## src/logic/rename_pkg.sv

```systemverilog
`default_nettype none

package rename_pkg;

  ////////////////////////////////////////
  // sizes
  ////////////////////////////////////////

  // architectural registers, all renamed
  localparam int num_arch_regs = 32;

  // physical register tags
  localparam int num_phys_regs = 64;

  // in-flight window
  localparam int rob_size = 16;

  // tags not bound to an arch reg at reset
  localparam int free_list_size = num_phys_regs - num_arch_regs;

  // units reporting completions
  localparam int num_fu = 4;

  ////////////////////////////////////////
  // types
  ////////////////////////////////////////

  typedef logic [4:0] arch_reg_t;
  typedef logic [5:0] phys_tag_t;
  typedef logic [3:0] rob_ptr_t;
  typedef logic [1:0] fu_sel_t;

  // rob entry life cycle
  // empty -> waiting on dispatch, waiting -> done on cdb hit
  typedef enum logic [1:0] {
    rob_empty   = 2'd0,
    rob_waiting = 2'd1,
    rob_done    = 2'd2
  } rob_state_t;

endpackage

`default_nettype wire
```

## src/logic/rename_core.sv

```systemverilog
`timescale 1ns/100ps
`default_nettype none

module rename_core (
  input  logic                          clock,
  input  logic                          reset,
  // dispatch
  input  logic                          dispatch_valid,
  output logic                          dispatch_ready,
  input  rename_pkg::arch_reg_t         dispatch_dest,
  input  rename_pkg::arch_reg_t         dispatch_src_a,
  input  rename_pkg::arch_reg_t         dispatch_src_b,
  // rename results, same cycle as dispatch
  output rename_pkg::phys_tag_t         src_a_tag,
  output rename_pkg::phys_tag_t         src_b_tag,
  output logic                          src_a_ready,
  output logic                          src_b_ready,
  output rename_pkg::phys_tag_t         new_tag,
  output rename_pkg::phys_tag_t         old_tag,
  // completions
  input  logic [rename_pkg::num_fu-1:0] fu_done_valid,
  input  rename_pkg::phys_tag_t         fu_done_tag [rename_pkg::num_fu],
  output logic [rename_pkg::num_fu-1:0] fu_done_ready,
  // common data bus
  output logic                          cdb_valid,
  output rename_pkg::phys_tag_t         cdb_tag,
  // retire
  output logic                          retire_valid,
  output rename_pkg::arch_reg_t         retire_arch,
  output rename_pkg::phys_tag_t         retire_new_tag,
  output rename_pkg::phys_tag_t         retire_old_tag
);

  logic rob_full;
  logic fl_empty;
  logic fire;

  // low for one cycle out of reset
  logic started;

  always_ff @(posedge clock) begin
    if (reset) begin
      started <= 1'b0;
    end else begin
      started <= 1'b1;
    end
  end

  ////////////////////////////////////////
  // dispatch handshake
  ////////////////////////////////////////

  // need a rob slot and a free tag
  assign dispatch_ready = started && !rob_full && !fl_empty;
  assign fire           = dispatch_valid && dispatch_ready;

  map_table u_map_table (
    .clock       (clock),
    .reset       (reset),
    .rename_en   (fire),
    .dest        (dispatch_dest),
    .src_a       (dispatch_src_a),
    .src_b       (dispatch_src_b),
    .new_tag     (new_tag),
    .cdb_valid   (cdb_valid),
    .cdb_tag     (cdb_tag),
    .src_a_tag   (src_a_tag),
    .src_b_tag   (src_b_tag),
    .old_tag     (old_tag),
    .src_a_ready (src_a_ready),
    .src_b_ready (src_b_ready)
  );

  // retired old tags come back through the tail
  free_list u_free_list (
    .clock    (clock),
    .reset    (reset),
    .pop      (fire),
    .push     (retire_valid),
    .push_tag (retire_old_tag),
    .head_tag (new_tag),
    .empty    (fl_empty)
  );

  reorder_buffer u_reorder_buffer (
    .clock          (clock),
    .reset          (reset),
    .alloc          (fire),
    .alloc_arch     (dispatch_dest),
    .alloc_new_tag  (new_tag),
    .alloc_old_tag  (old_tag),
    .cdb_valid      (cdb_valid),
    .cdb_tag        (cdb_tag),
    .full           (rob_full),
    .retire_valid   (retire_valid),
    .retire_arch    (retire_arch),
    .retire_new_tag (retire_new_tag),
    .retire_old_tag (retire_old_tag)
  );

  completion_select u_completion_select (
    .clock         (clock),
    .reset         (reset),
    .fu_done_valid (fu_done_valid),
    .fu_done_tag   (fu_done_tag),
    .fu_done_ready (fu_done_ready),
    .cdb_valid     (cdb_valid),
    .cdb_tag       (cdb_tag)
  );

endmodule

`default_nettype wire

```

## src/logic/completion_select.sv

```systemverilog
`timescale 1ns/100ps
`default_nettype none

module completion_select (
  input  logic                          clock,
  input  logic                          reset,
  input  logic [rename_pkg::num_fu-1:0] fu_done_valid,
  input  rename_pkg::phys_tag_t         fu_done_tag [rename_pkg::num_fu],
  output logic [rename_pkg::num_fu-1:0] fu_done_ready,
  output logic                          cdb_valid,
  output rename_pkg::phys_tag_t         cdb_tag
);

  // granted unit index
  rename_pkg::fu_sel_t sel;

  // some unit is asking
  logic any_req;

  ////////////////////////////////////////
  // fixed priority where the lowest index wins
  ////////////////////////////////////////

  always_comb begin
    sel     = '0;
    any_req = 1'b0;
    // scan downward so the lowest requester is the last to write
    for (int i = rename_pkg::num_fu - 1; i >= 0; i--) begin
      if (fu_done_valid[i]) begin
        sel     = rename_pkg::fu_sel_t'(i);
        any_req = 1'b1;
      end
    end
  end

  // one-hot grant back to the units
  always_comb begin
    for (int i = 0; i < rename_pkg::num_fu; i++) begin
      fu_done_ready[i] = any_req && (sel == rename_pkg::fu_sel_t'(i));
    end
  end

  ////////////////////////////////////////
  // cdb register
  ////////////////////////////////////////

  always_ff @(posedge clock) begin
    if (reset) begin
      cdb_valid <= 1'b0;
    end else begin
      cdb_valid <= any_req;
    end
  end

  // granted unit's tag onto the bus
  always_ff @(posedge clock) begin
    cdb_tag <= fu_done_tag[sel];
  end

endmodule

`default_nettype wire

```

## src/logic/reorder_buffer.sv

```systemverilog
`timescale 1ns/100ps
`default_nettype none

module reorder_buffer (
  input  logic                  clock,
  input  logic                  reset,
  input  logic                  alloc,
  input  rename_pkg::arch_reg_t alloc_arch,
  input  rename_pkg::phys_tag_t alloc_new_tag,
  input  rename_pkg::phys_tag_t alloc_old_tag,
  input  logic                  cdb_valid,
  input  rename_pkg::phys_tag_t cdb_tag,
  output logic                  full,
  output logic                  retire_valid,
  output rename_pkg::arch_reg_t retire_arch,
  output rename_pkg::phys_tag_t retire_new_tag,
  output rename_pkg::phys_tag_t retire_old_tag
);

  // per entry state
  rename_pkg::rob_state_t state [rename_pkg::rob_size];

  // per entry payload
  rename_pkg::arch_reg_t arch_q    [rename_pkg::rob_size];
  rename_pkg::phys_tag_t new_tag_q [rename_pkg::rob_size];
  rename_pkg::phys_tag_t old_tag_q [rename_pkg::rob_size];

  // oldest entry and next free slot
  rename_pkg::rob_ptr_t head;
  rename_pkg::rob_ptr_t tail;

  // occupancy, 0 .. rob_size
  logic [$clog2(rename_pkg::rob_size):0] count;

  // head leaves at this edge
  logic head_done;

  ////////////////////////////////////////
  // retire decision
  ////////////////////////////////////////

  // a cdb hit on the head retires right away,
  // gives the one cycle cdb to retire path
  assign head_done = (state[head] == rename_pkg::rob_done) ||
                     ((state[head] == rename_pkg::rob_waiting) &&
                      cdb_valid && (cdb_tag == new_tag_q[head]));

  assign full = (count == ($clog2(rename_pkg::rob_size) + 1)'(rename_pkg::rob_size));

  ////////////////////////////////////////
  // control
  ////////////////////////////////////////

  always_ff @(posedge clock) begin
    if (reset) begin
      for (int i = 0; i < rename_pkg::rob_size; i++) begin
        state[i] <= rename_pkg::rob_empty;
      end
      head         <= '0;
      tail         <= '0;
      count        <= '0;
      retire_valid <= 1'b0;
    end else begin
      // cam on new tag, only one in-flight entry can match
      if (cdb_valid) begin
        for (int i = 0; i < rename_pkg::rob_size; i++) begin
          if (state[i] == rename_pkg::rob_waiting && new_tag_q[i] == cdb_tag) begin
            state[i] <= rename_pkg::rob_done;
          end
        end
      end
      // caller keeps alloc low while full
      if (alloc) begin
        state[tail] <= rename_pkg::rob_waiting;
        tail        <= tail + 1'b1;
      end
      // later assignment wins over the cam mark above
      if (head_done) begin
        state[head] <= rename_pkg::rob_empty;
        head        <= head + 1'b1;
      end
      retire_valid <= head_done;
      if (alloc && !head_done) begin
        count <= count + 1'b1;
      end else if (head_done && !alloc) begin
        count <= count - 1'b1;
      end
    end
  end

  ////////////////////////////////////////
  // payload
  ////////////////////////////////////////

  always_ff @(posedge clock) begin
    if (alloc) begin
      arch_q[tail]    <= alloc_arch;
      new_tag_q[tail] <= alloc_new_tag;
      old_tag_q[tail] <= alloc_old_tag;
    end
    // retire port holds its last values between retirements
    if (head_done) begin
      retire_arch    <= arch_q[head];
      retire_new_tag <= new_tag_q[head];
      retire_old_tag <= old_tag_q[head];
    end
  end

endmodule

`default_nettype wire

```

## src/logic/free_list.sv

```systemverilog
`timescale 1ns/100ps
`default_nettype none

module free_list (
  input  logic                  clock,
  input  logic                  reset,
  input  logic                  pop,
  input  logic                  push,
  input  rename_pkg::phys_tag_t push_tag,
  output rename_pkg::phys_tag_t head_tag,
  output logic                  empty
);

  // circular buffer of unbound tags
  rename_pkg::phys_tag_t tags [rename_pkg::free_list_size];

  // size is a power of two so the pointers wrap on their own
  logic [$clog2(rename_pkg::free_list_size)-1:0] head;
  logic [$clog2(rename_pkg::free_list_size)-1:0] tail;

  // 0 .. free_list_size, one extra bit for full
  logic [$clog2(rename_pkg::free_list_size):0] count;

  ////////////////////////////////////////
  // outputs
  ////////////////////////////////////////

  // next tag to hand out, valid when not empty
  assign head_tag = tags[head];
  assign empty    = (count == '0);

  ////////////////////////////////////////
  // pointers and count
  ////////////////////////////////////////

  always_ff @(posedge clock) begin
    if (reset) begin
      // starts full, tail wrapped onto head
      head  <= '0;
      tail  <= '0;
      count <= ($clog2(rename_pkg::free_list_size) + 1)'(rename_pkg::free_list_size);
    end else begin
      if (pop) begin
        head <= head + 1'b1;
      end
      if (push) begin
        tail <= tail + 1'b1;
      end
      // net change of one at most
      if (push && !pop) begin
        count <= count + 1'b1;
      end else if (pop && !push) begin
        count <= count - 1'b1;
      end
    end
  end

  ////////////////////////////////////////
  // storage
  ////////////////////////////////////////

  always_ff @(posedge clock) begin
    if (reset) begin
      // tags above the arch range, ascending
      for (int i = 0; i < rename_pkg::free_list_size; i++) begin
        tags[i] <= rename_pkg::phys_tag_t'(rename_pkg::num_arch_regs + i);
      end
    end else if (push) begin
      // freed tags queue behind the ones still unused
      tags[tail] <= push_tag;
    end
  end

endmodule

`default_nettype wire

```

## src/logic/map_table.sv

```systemverilog
`timescale 1ns/100ps
`default_nettype none

module map_table (
  input  logic                  clock,
  input  logic                  reset,
  input  logic                  rename_en,
  input  rename_pkg::arch_reg_t dest,
  input  rename_pkg::arch_reg_t src_a,
  input  rename_pkg::arch_reg_t src_b,
  input  rename_pkg::phys_tag_t new_tag,
  input  logic                  cdb_valid,
  input  rename_pkg::phys_tag_t cdb_tag,
  output rename_pkg::phys_tag_t src_a_tag,
  output rename_pkg::phys_tag_t src_b_tag,
  output rename_pkg::phys_tag_t old_tag,
  output logic                  src_a_ready,
  output logic                  src_b_ready
);

  // arch reg -> current phys tag
  rename_pkg::phys_tag_t map [rename_pkg::num_arch_regs];

  // one bit per phys tag, set once its value is on the cdb
  logic [rename_pkg::num_phys_regs-1:0] ready;

  ////////////////////////////////////////
  // lookup
  ////////////////////////////////////////

  // reads see the table before this edge's update
  assign src_a_tag = map[src_a];
  assign src_b_tag = map[src_b];
  assign old_tag   = map[dest];

  // ready from registered bits only, no cdb bypass
  assign src_a_ready = ready[map[src_a]];
  assign src_b_ready = ready[map[src_b]];

  ////////////////////////////////////////
  // update
  ////////////////////////////////////////

  always_ff @(posedge clock) begin
    if (reset) begin
      // identity map, every value already available
      for (int r = 0; r < rename_pkg::num_arch_regs; r++) begin
        map[r] <= rename_pkg::phys_tag_t'(r);
      end
      ready <= '1;
    end else begin
      // broadcast wakes up the tag
      if (cdb_valid) begin
        ready[cdb_tag] <= 1'b1;
      end
      // new_tag comes off the free list, never equal to cdb_tag
      if (rename_en) begin
        map[dest]      <= new_tag;
        ready[new_tag] <= 1'b0;
      end
    end
  end

endmodule

`default_nettype wire

```

## config.mk

```make
export PLATFORM = sky130hd
export DESIGN_NAME = rename_core
export DESIGN_NICKNAME = d
export VERILOG_FILES = /design/src/logic/rename_pkg.sv /design/src/logic/rename_core.sv /design/src/logic/completion_select.sv /design/src/logic/reorder_buffer.sv /design/src/logic/free_list.sv /design/src/logic/map_table.sv
export SDC_FILE = /design/constraint.sdc
export NUM_CORES = 1
export LEC_CHECK = 0
export CORE_MARGIN = 3
export CORE_UTILIZATION = 45
export DETAILED_ROUTE_END_ITERATION = 7
export DONT_BUFFER_PORTS = 1
export PLACE_DENSITY = 0.67
export SLEW_MARGIN = 20
export SYNTH_ARGS = -nofsm -noshare
export SYNTH_HDL_FRONTEND = slang
export SYNTH_SLANG_ARGS = --single-unit
```

## constraint.sdc

```tcl
create_clock -name clock -period 3.8 [get_ports clock]
set_clock_uncertainty 0.1 [all_clocks]
set_input_delay 0.57 -clock clock [delete_from_list [all_inputs] [get_ports clock]]
set_output_delay 0.57 -clock clock [all_outputs]
set_load 0.01 [all_outputs]
```

==> out/results.ini, run 1 <==
[setup_path]
start_kind = register
cpMaxStageDelayCell = or4_4
critical_path.max_stage_delay_ps = 570
cp_max_fo = 17
crit_arrival_ps = 3700
worstPathCellList = buf_4 -> mux4_2 -> mux4_2 -> mux2_4 -> buf_12 -> mux2i_1 -> a22oi_1 -> a21oi_1 -> or4_4
cp-end-kind = output port
path_common_cell = mux4_2
critPathRequiredTime_ps = 3130
worst-setup-path-type = register to output port

[synthesis]
synthesis.nets = 2935
netlist_area_um2 = 40100
synth-seq-area-share_pct = 57.5
yosys_warnings = 0
yosys_most_used_dff = edfxtp_1
synth_edf_count = 673
ys_ff_latch = 816
avgSynthCellArea_um2 = 14.0
synth_cells = 2864
synth.distinct_cells = 70
ys_async_sr_fraction_pct = 0

[detailed_routing]
wirelength_um = 115000
drc = 0
drtAntennaViolNets = 0
avgViaCountPerCell = 6.41
via_count = 26600
drt_first_iter_violations = 3487
drt-wirelength-per-cell_um = 27.7
dr.pass1.iters = 6

[sta]
period_needed_ps = 4370
max_freq_mhz = 229
worst_slew_pin_slew_ps = 1100
holdWs_ps = 83.7
setup_viol = 3
fin_crit_sh_pct = 115
rsz0062_at_grt = true
setup_ws_ps = -573
finalHoldViolations = 0
slew_viol_final = 0
setup_tns_ps = -1230
max_slew_margin_pct = 26.3

[final_layout]
fill_cells = 7246
fin_area_um2 = 45800
layout_commonest_cell = edfxtp_1
area_growth_pct = 14.1
nets = 2996
final-seq-area_um2 = 23100
drive_gt1_share_pct = 24.0
multi_input_area_um2 = 16100
final_cell_mix = 673 x edfxtp_1, 305 x mux4_2, 278 x nor2_1, 237 x nand2_1, 152 x buf_4

[flow_run]
drv_cap = 0

[floorplan]
ios = 102
rows = 108
die_h_um = 305
dieWidth_um = 305
start_util_pct = 45.8
dieArea_um2 = 92800
core_area_um2 = 87600

[global_route]
grt_pass1_vias = 26500
grt_pass1_wl_um = 171000
grt_overflow = 0
grt_usage_pct = 24.3
grt_start_max_net_pins = 74
antenna_found_initial = 4

[cts]
clock_latency_ps = 670
cts_inserted_buffers = 85
clkTransAtPathRegs_ps = 60
cts_tree = built
clock_sinks = 816
cts_max_level = 3
cts_max_path_buffers = 3
cts_root_buffer = clkbuf_16

[placement]
hpwl_um = 75800
port_buffers = 0
place.gp.congestion = 0.917
placed_area_um2 = 42000

[power]
peakVddDrop_mv = 0.364
cellPowerDensity_nw_per_um2 = 450
power.leakage_nw = 14.5

[min_path]
min_path_type = input pin to register

[status]
status = complete, but fails checks
violations = negative setup slack

==> synth_stat cells (4+ instances only) <==
cell	number	area, um2
buf_6	13	146
xor2_1	59	517
edfxtp_1	673	20200
o21ai_0	76	380
a22o_1	7	61.3
nand2b_1	17	106
buf_1	34	128
dfxtp_1	143	2860
ha_1	23	288
a211oi_1	23	173
or2_2	14	87.6
inv_1	64	240
nand3_1	48	240
buf_2	31	155
mux4_2	305	6870
a221o_1	6	60.1
a21oi_1	26	130
and2_1	49	307
a21o_1	8	60.1
nand3b_1	7	52.6
mux2i_2	6	82.6
xnor2_1	66	578
mux2_2	16	180
nor3b_1	8	60.1
nor3_1	60	300
and3_1	8	50.1
nor4_1	14	87.6
a221oi_1	25	219
o32a_1	64	641
nand4_1	23	144
a22oi_1	33	248
nor2b_1	18	113
or3_1	75	469
mux2i_1	59	591
o31a_1	16	140
a31oi_1	17	106
nor2_1	278	1040
a2111oi_0	4	35.0
buf_4	5	37.5
nand4b_1	9	78.8
nand2_1	239	897
clkbuf_1	157	589
==> worst max-delay path, delay by kind of cell, from the launching register on <==
family	cells	cell delay, ps
and+or+nand+nor	1	570
muxes	4	1340
DFF	1	460
buffers and inverters	2	350
AOI/OAI and AO/OA	2	330
==> power breakdown <==
part           internal (W)  total (W)  switching [W]  leakage, nW
combinational       0.00102    0.00232        0.00130         6.08
clock               0.00471    0.00831        0.00360         1.34
sequential          0.00986    0.00998       0.000117         7.06
==> layer usage <==
metal	vias up	part of all wire, %	global-route usage (%)
met5	-	0	0
met4	0	4.2	10.3
met3	260	11	6.32
met2	1632	47	38.3
met1	13400	38	32.2
li1	11300	-	-
==> state kept, by name, indices dropped and copies added, names as in the netlist, named ones only <==
name / flops
u_completion_select.cdb_tag: 6
u_reorder_buffer.retire_old_tag: 6
started: 1
u_reorder_buffer.state: 32
u_free_list.tail: 5
u_free_list.head: 5
u_reorder_buffer.old_tag_q: 96
u_reorder_buffer.head: 4
u_reorder_buffer.new_tag_q: 96
u_free_list.count: 6
u_reorder_buffer.count: 5
u_reorder_buffer.arch_q: 80
u_map_table.map: 192
u_reorder_buffer.retire_arch: 5
u_reorder_buffer.retire_valid: 1
u_reorder_buffer.tail: 4
u_completion_select.cdb_valid: 1
u_reorder_buffer.retire_new_tag: 6
u_free_list.tags: 192
u_map_table.ready: 64
==> layout make-up <==
class,instances,area share [%]
Sequential cell,816,50.4
Multi-Input combinational cell,1743,35.1
Clock buffer,113,5.01
Timing Repair Buffer,214,4.78
Tap cell,1155,3.16
Clock inverter,44,1.01
Inverter,65,0.560
Antenna cell,1,0.00546
==> final timing paths <==
kind / startpoint / end / slack, ps / cells past startpoint
worst max-delay path: u_map_table.map[30][1] / src_a_ready / -570 / 9
worst min-delay path: reset / u_reorder_buffer.state[12][0] / 80 / 2
worst max register to register: register / u_reorder_buffer.count[4] / -110 / 16
worst min register to register: u_reorder_buffer.state[12][1] / u_reorder_buffer.state[12][1] / 390 / 2
==> what timing repair did <==
item,CTS,global route
pin swaps,11,15
hold buffers,22,0
resized for setup,31,19
hold endpoints to repair,135,0
setup endpoints to repair,9,18
gates cloned,6,4
buffers inserted,23,12
==> through the flow <==
stage / total power (W) / setup WS, ps / util, % / instances
finish: 0.0206 / -573 / 52.3 / 4151
floorplan: 0.0116 / -41.4 / - / 2864
global route: 0.0212 / -622 / 52.3 / 4150
detailed placement: 0.0122 / -412 / 47.9 / 3925
CTS: 0.0206 / -521 / 51.9 / 4133
global placement: 0.0121 / -259 / 47.9 / 3925
==> kinds of logic after synthesis <==
| group | Yosys count | share of synthesized area, % |
|---|---|---|
| buf+inv | 306 | 3.25 |
| simple gates | 878 | 10.3 |
| mux | 387 | 19.3 |
| flops | 816 | 57.5 |
| fa+ha+maj | 25 | 0.817 |
| xor+xnor | 125 | 2.73 |
| compound gates | 327 | 6.14 |
No activity file was read; power rests on OpenSTA's default activity.
==> run 2, diff against run 1 <==
--- a/config.mk
+++ b/config.mk
@@ -14,3 +14,4 @@
 export SYNTH_ARGS = -nofsm -noshare
 export SYNTH_HDL_FRONTEND = slang
 export SYNTH_SLANG_ARGS = --single-unit
+export TNS_END_PERCENT = 5
==> run 2 against run 1 <==
Against the previous run:
- the flow still finishes with violations (negative setup slack)
- register-to-register slack improved by 80 ps
- via count fell by 0.27%
- cell area fell by 0.91%
- global-route usage rose by 0.19 points
- fmax rose by 3.0%
- clock power rose by 7.0%
- critical path depth rose by 3
- non-clock buffer count fell by 56
- combinational power fell by 6%
- critical endpoint unchanged
==> out/results.ini, run 2 (synthesis gave the netlist of run 1 again) <==
[status]
status = complete, but fails checks  ; unchanged
violations = negative setup slack  ; unchanged

[sta]
fin_crit_sh_pct = 112  ; was 115%
rsz0062_at_grt = true  ; unchanged
setup_viol = 4  ; was 3
max_freq_mhz = 236  ; was 229 MHz
setup_ws_ps = -445  ; was -573 ps
period_needed_ps = 4240  ; was 4370 ps
worst_slew_pin_slew_ps = 1090  ; was 1100 ps
slew_viol_final = 0  ; unchanged
finalHoldViolations = 0  ; unchanged
max_slew_margin_pct = 26.8  ; was 26.3%

[cts]
clkTransAtPathRegs_ps = 60  ; about the same
cts_tree = built  ; unchanged
cts_max_path_buffers = 3  ; unchanged
cts_root_buffer = clkbuf_16  ; unchanged
clock_latency_ps = 660  ; was 670 ps
cts_max_level = 3  ; unchanged
clock_sinks = 816  ; unchanged
cts_inserted_buffers = 86  ; was 85

[detailed_routing]
dr.pass1.iters = 6  ; unchanged
drt-wirelength-per-cell_um = 28.1  ; was 27.7 um
avgViaCountPerCell = 6.47  ; was 6.41
wirelength_um = 115000  ; about the same
drc = 0  ; unchanged
drt_first_iter_violations = 3529  ; was 3487
drtAntennaViolNets = 0  ; unchanged
via_count = 26500  ; was 26.6k

[flow_run]
drv_cap = 0  ; unchanged

[setup_path]
worstPathCellList = mux4_2 -> a22oi_2 -> o41ai_2 -> nor2_4 -> buf_6 -> buf_16 -> buf_12 -> mux2i_1 -> mux2i_1 -> a22oi_1 -> a21oi_1 -> or4_4  ; was buf_4 -> mux4_2 -> mux4_2 -> mux2_4 -> buf_12 -> mux2i_1 -> a22oi_1 -> a21oi_1 -> or4_4
cp-end-kind = output port  ; unchanged
path_common_cell = mux2i_1  ; was mux4_2
critPathRequiredTime_ps = 3130  ; about the same
cp_max_fo = 7  ; was 17
worst-setup-path-type = register to output port  ; unchanged
crit_arrival_ps = 3570  ; was 3700 ps
cpMaxStageDelayCell = or4_4  ; unchanged
critical_path.max_stage_delay_ps = 580  ; was 570 ps
start_kind = register  ; unchanged

[global_route]
grt_use_met2_pct = 40.5  ; was 38.3%
use_met1_pct = 32.4  ; was 32.2%
antenna_found_initial = 3  ; was 4
grt_pass1_wl_um = 173000  ; was 171000 um
grt_overflow = 0  ; unchanged
grt_pass1_vias = 26700  ; was 26.5k
grt_usage_pct = 24.5  ; was 24.3%
grt_start_max_net_pins = 78  ; was 74
grtUsageMet3_pct = 4.31  ; was 6.32%
busiest_layer = met2  ; unchanged

[final_layout]
area_growth_pct = 13.1  ; was 14.1%
biggestRegsByFlops = u_free_list.tags x192, u_map_table.map x192  ; unchanged
layout_commonest_cell = edfxtp_1  ; unchanged
drive_gt1_share_pct = 22.5  ; was 24.0%
final_cell_mix = 673 x edfxtp_1, 305 x mux4_2, 278 x nor2_1, 237 x nand2_1, 138 x dfxtp_1  ; was 673 x edfxtp_1, 305 x mux4_2, 278 x nor2_1, 237 x nand2_1, 152 x buf_4
fin_util_pct = 51.8  ; was 52.3%
fin_area_um2 = 45400  ; was 45800 um2
nets = 2940  ; was 2996

[floorplan]
rows = 108  ; unchanged
dieArea_um2 = 92800  ; unchanged
dieWidth_um = 305  ; unchanged
core_area_um2 = 87600  ; unchanged
die_h_um = 305  ; unchanged
ios = 102  ; unchanged
start_util_pct = 45.8  ; unchanged

[placement]
port_buffers = 0  ; unchanged
placed_area_um2 = 41800  ; was 42000 um2
hpwl_um = 76400  ; was 75800 um
place.gp.congestion = 0.932  ; was 0.917

[power]
cellPowerDensity_nw_per_um2 = 464  ; was 450 nW/um2
peakVddDrop_mv = 0.299  ; was 0.364 mV
power.leakage_nw = 14.2  ; was 14.5 nW

[min_path]
min_path_type = input pin to register  ; unchanged

run 2: changes by cell type in the layout (fill, tap and decap cells not counted), sizes merged, moves of 3 or more:
cell,delta
dlygate4sd3,+3
clkinvlp,-3
bufinv,+6
clkbuf,-3
buf,-54
run 2: stage by stage:
stage,setup TNS [ps],hold slack [ps],setup WS (ps),power [W],instances
2_1_floorplan,-103,339,-41.4,0.0116,2864
3_3_place_gp,-85.2,374,-85.2,0.0121,3899
3_5_place_dp,-121,394,-77.5,0.0122,3899
4_1_cts,-1180,3.31,-439,0.0211,4095
5_1_grt,-1620,23.1,-551,0.0217,4097
6_report,-942,57.3,-445,0.0211,4099
run 2: worst paths after layout:
kind | slack, ps | start | endpoint | cells past startpoint
max | -440 | u_map_table.map[0][0] | src_a_ready | 12
min reg2reg | 400 | u_reorder_buffer.count[4] | u_reorder_buffer.count[4] | 2
max reg2reg | -30 | register | u_reorder_buffer.count[4] | 15
min | 60 | reset | u_reorder_buffer.count[3] | 1
run 2: layout make-up:
cell class                 count  area (um2)
multi-input combinational   1742       16000
clock buffer                 114        2360
antenna                        2        5.00
inverter                      65         254
clock inverter                47         637
sequential                   816       23100
timing repair buffer         158        1600
tap                         1155        1450
fill                        7234       42200
run 2: repair_timing:
item	CTS	global route
hold buffers	25	0
setup endpoints to repair	8	10
gates cloned	4	0
pin swaps	11	14
hold endpoints to repair	119	0
gates resized for setup	30	13
setup buffers	6	2
run 2: metal layers:
metal | vias up | share of wire (%)
met5 | - | 0
met4 | 0 | 4.3
met3 | 258 | 9.4
met2 | 1578 | 48
met1 | 13600 | 38
li1 | 11100 | -
run 2: critical path: cells and delay by family (launching register included):
kind | cells | cell delay [ps]
simple gates | 2 | 760
compound gates | 4 | 580
buf+inv | 3 | 390
flops | 1 | 440
mux | 3 | 760
run 2: report_power, final:
group / internal (W) / total (W) / switching (W)
Combinational: 0.000927 / 0.00219 / 0.00126
Clock: 0.00525 / 0.00889 / 0.00364
Sequential: 0.00986 / 0.00998 / 0.000118
Total: 0.0160 / 0.0211 / 0.00502
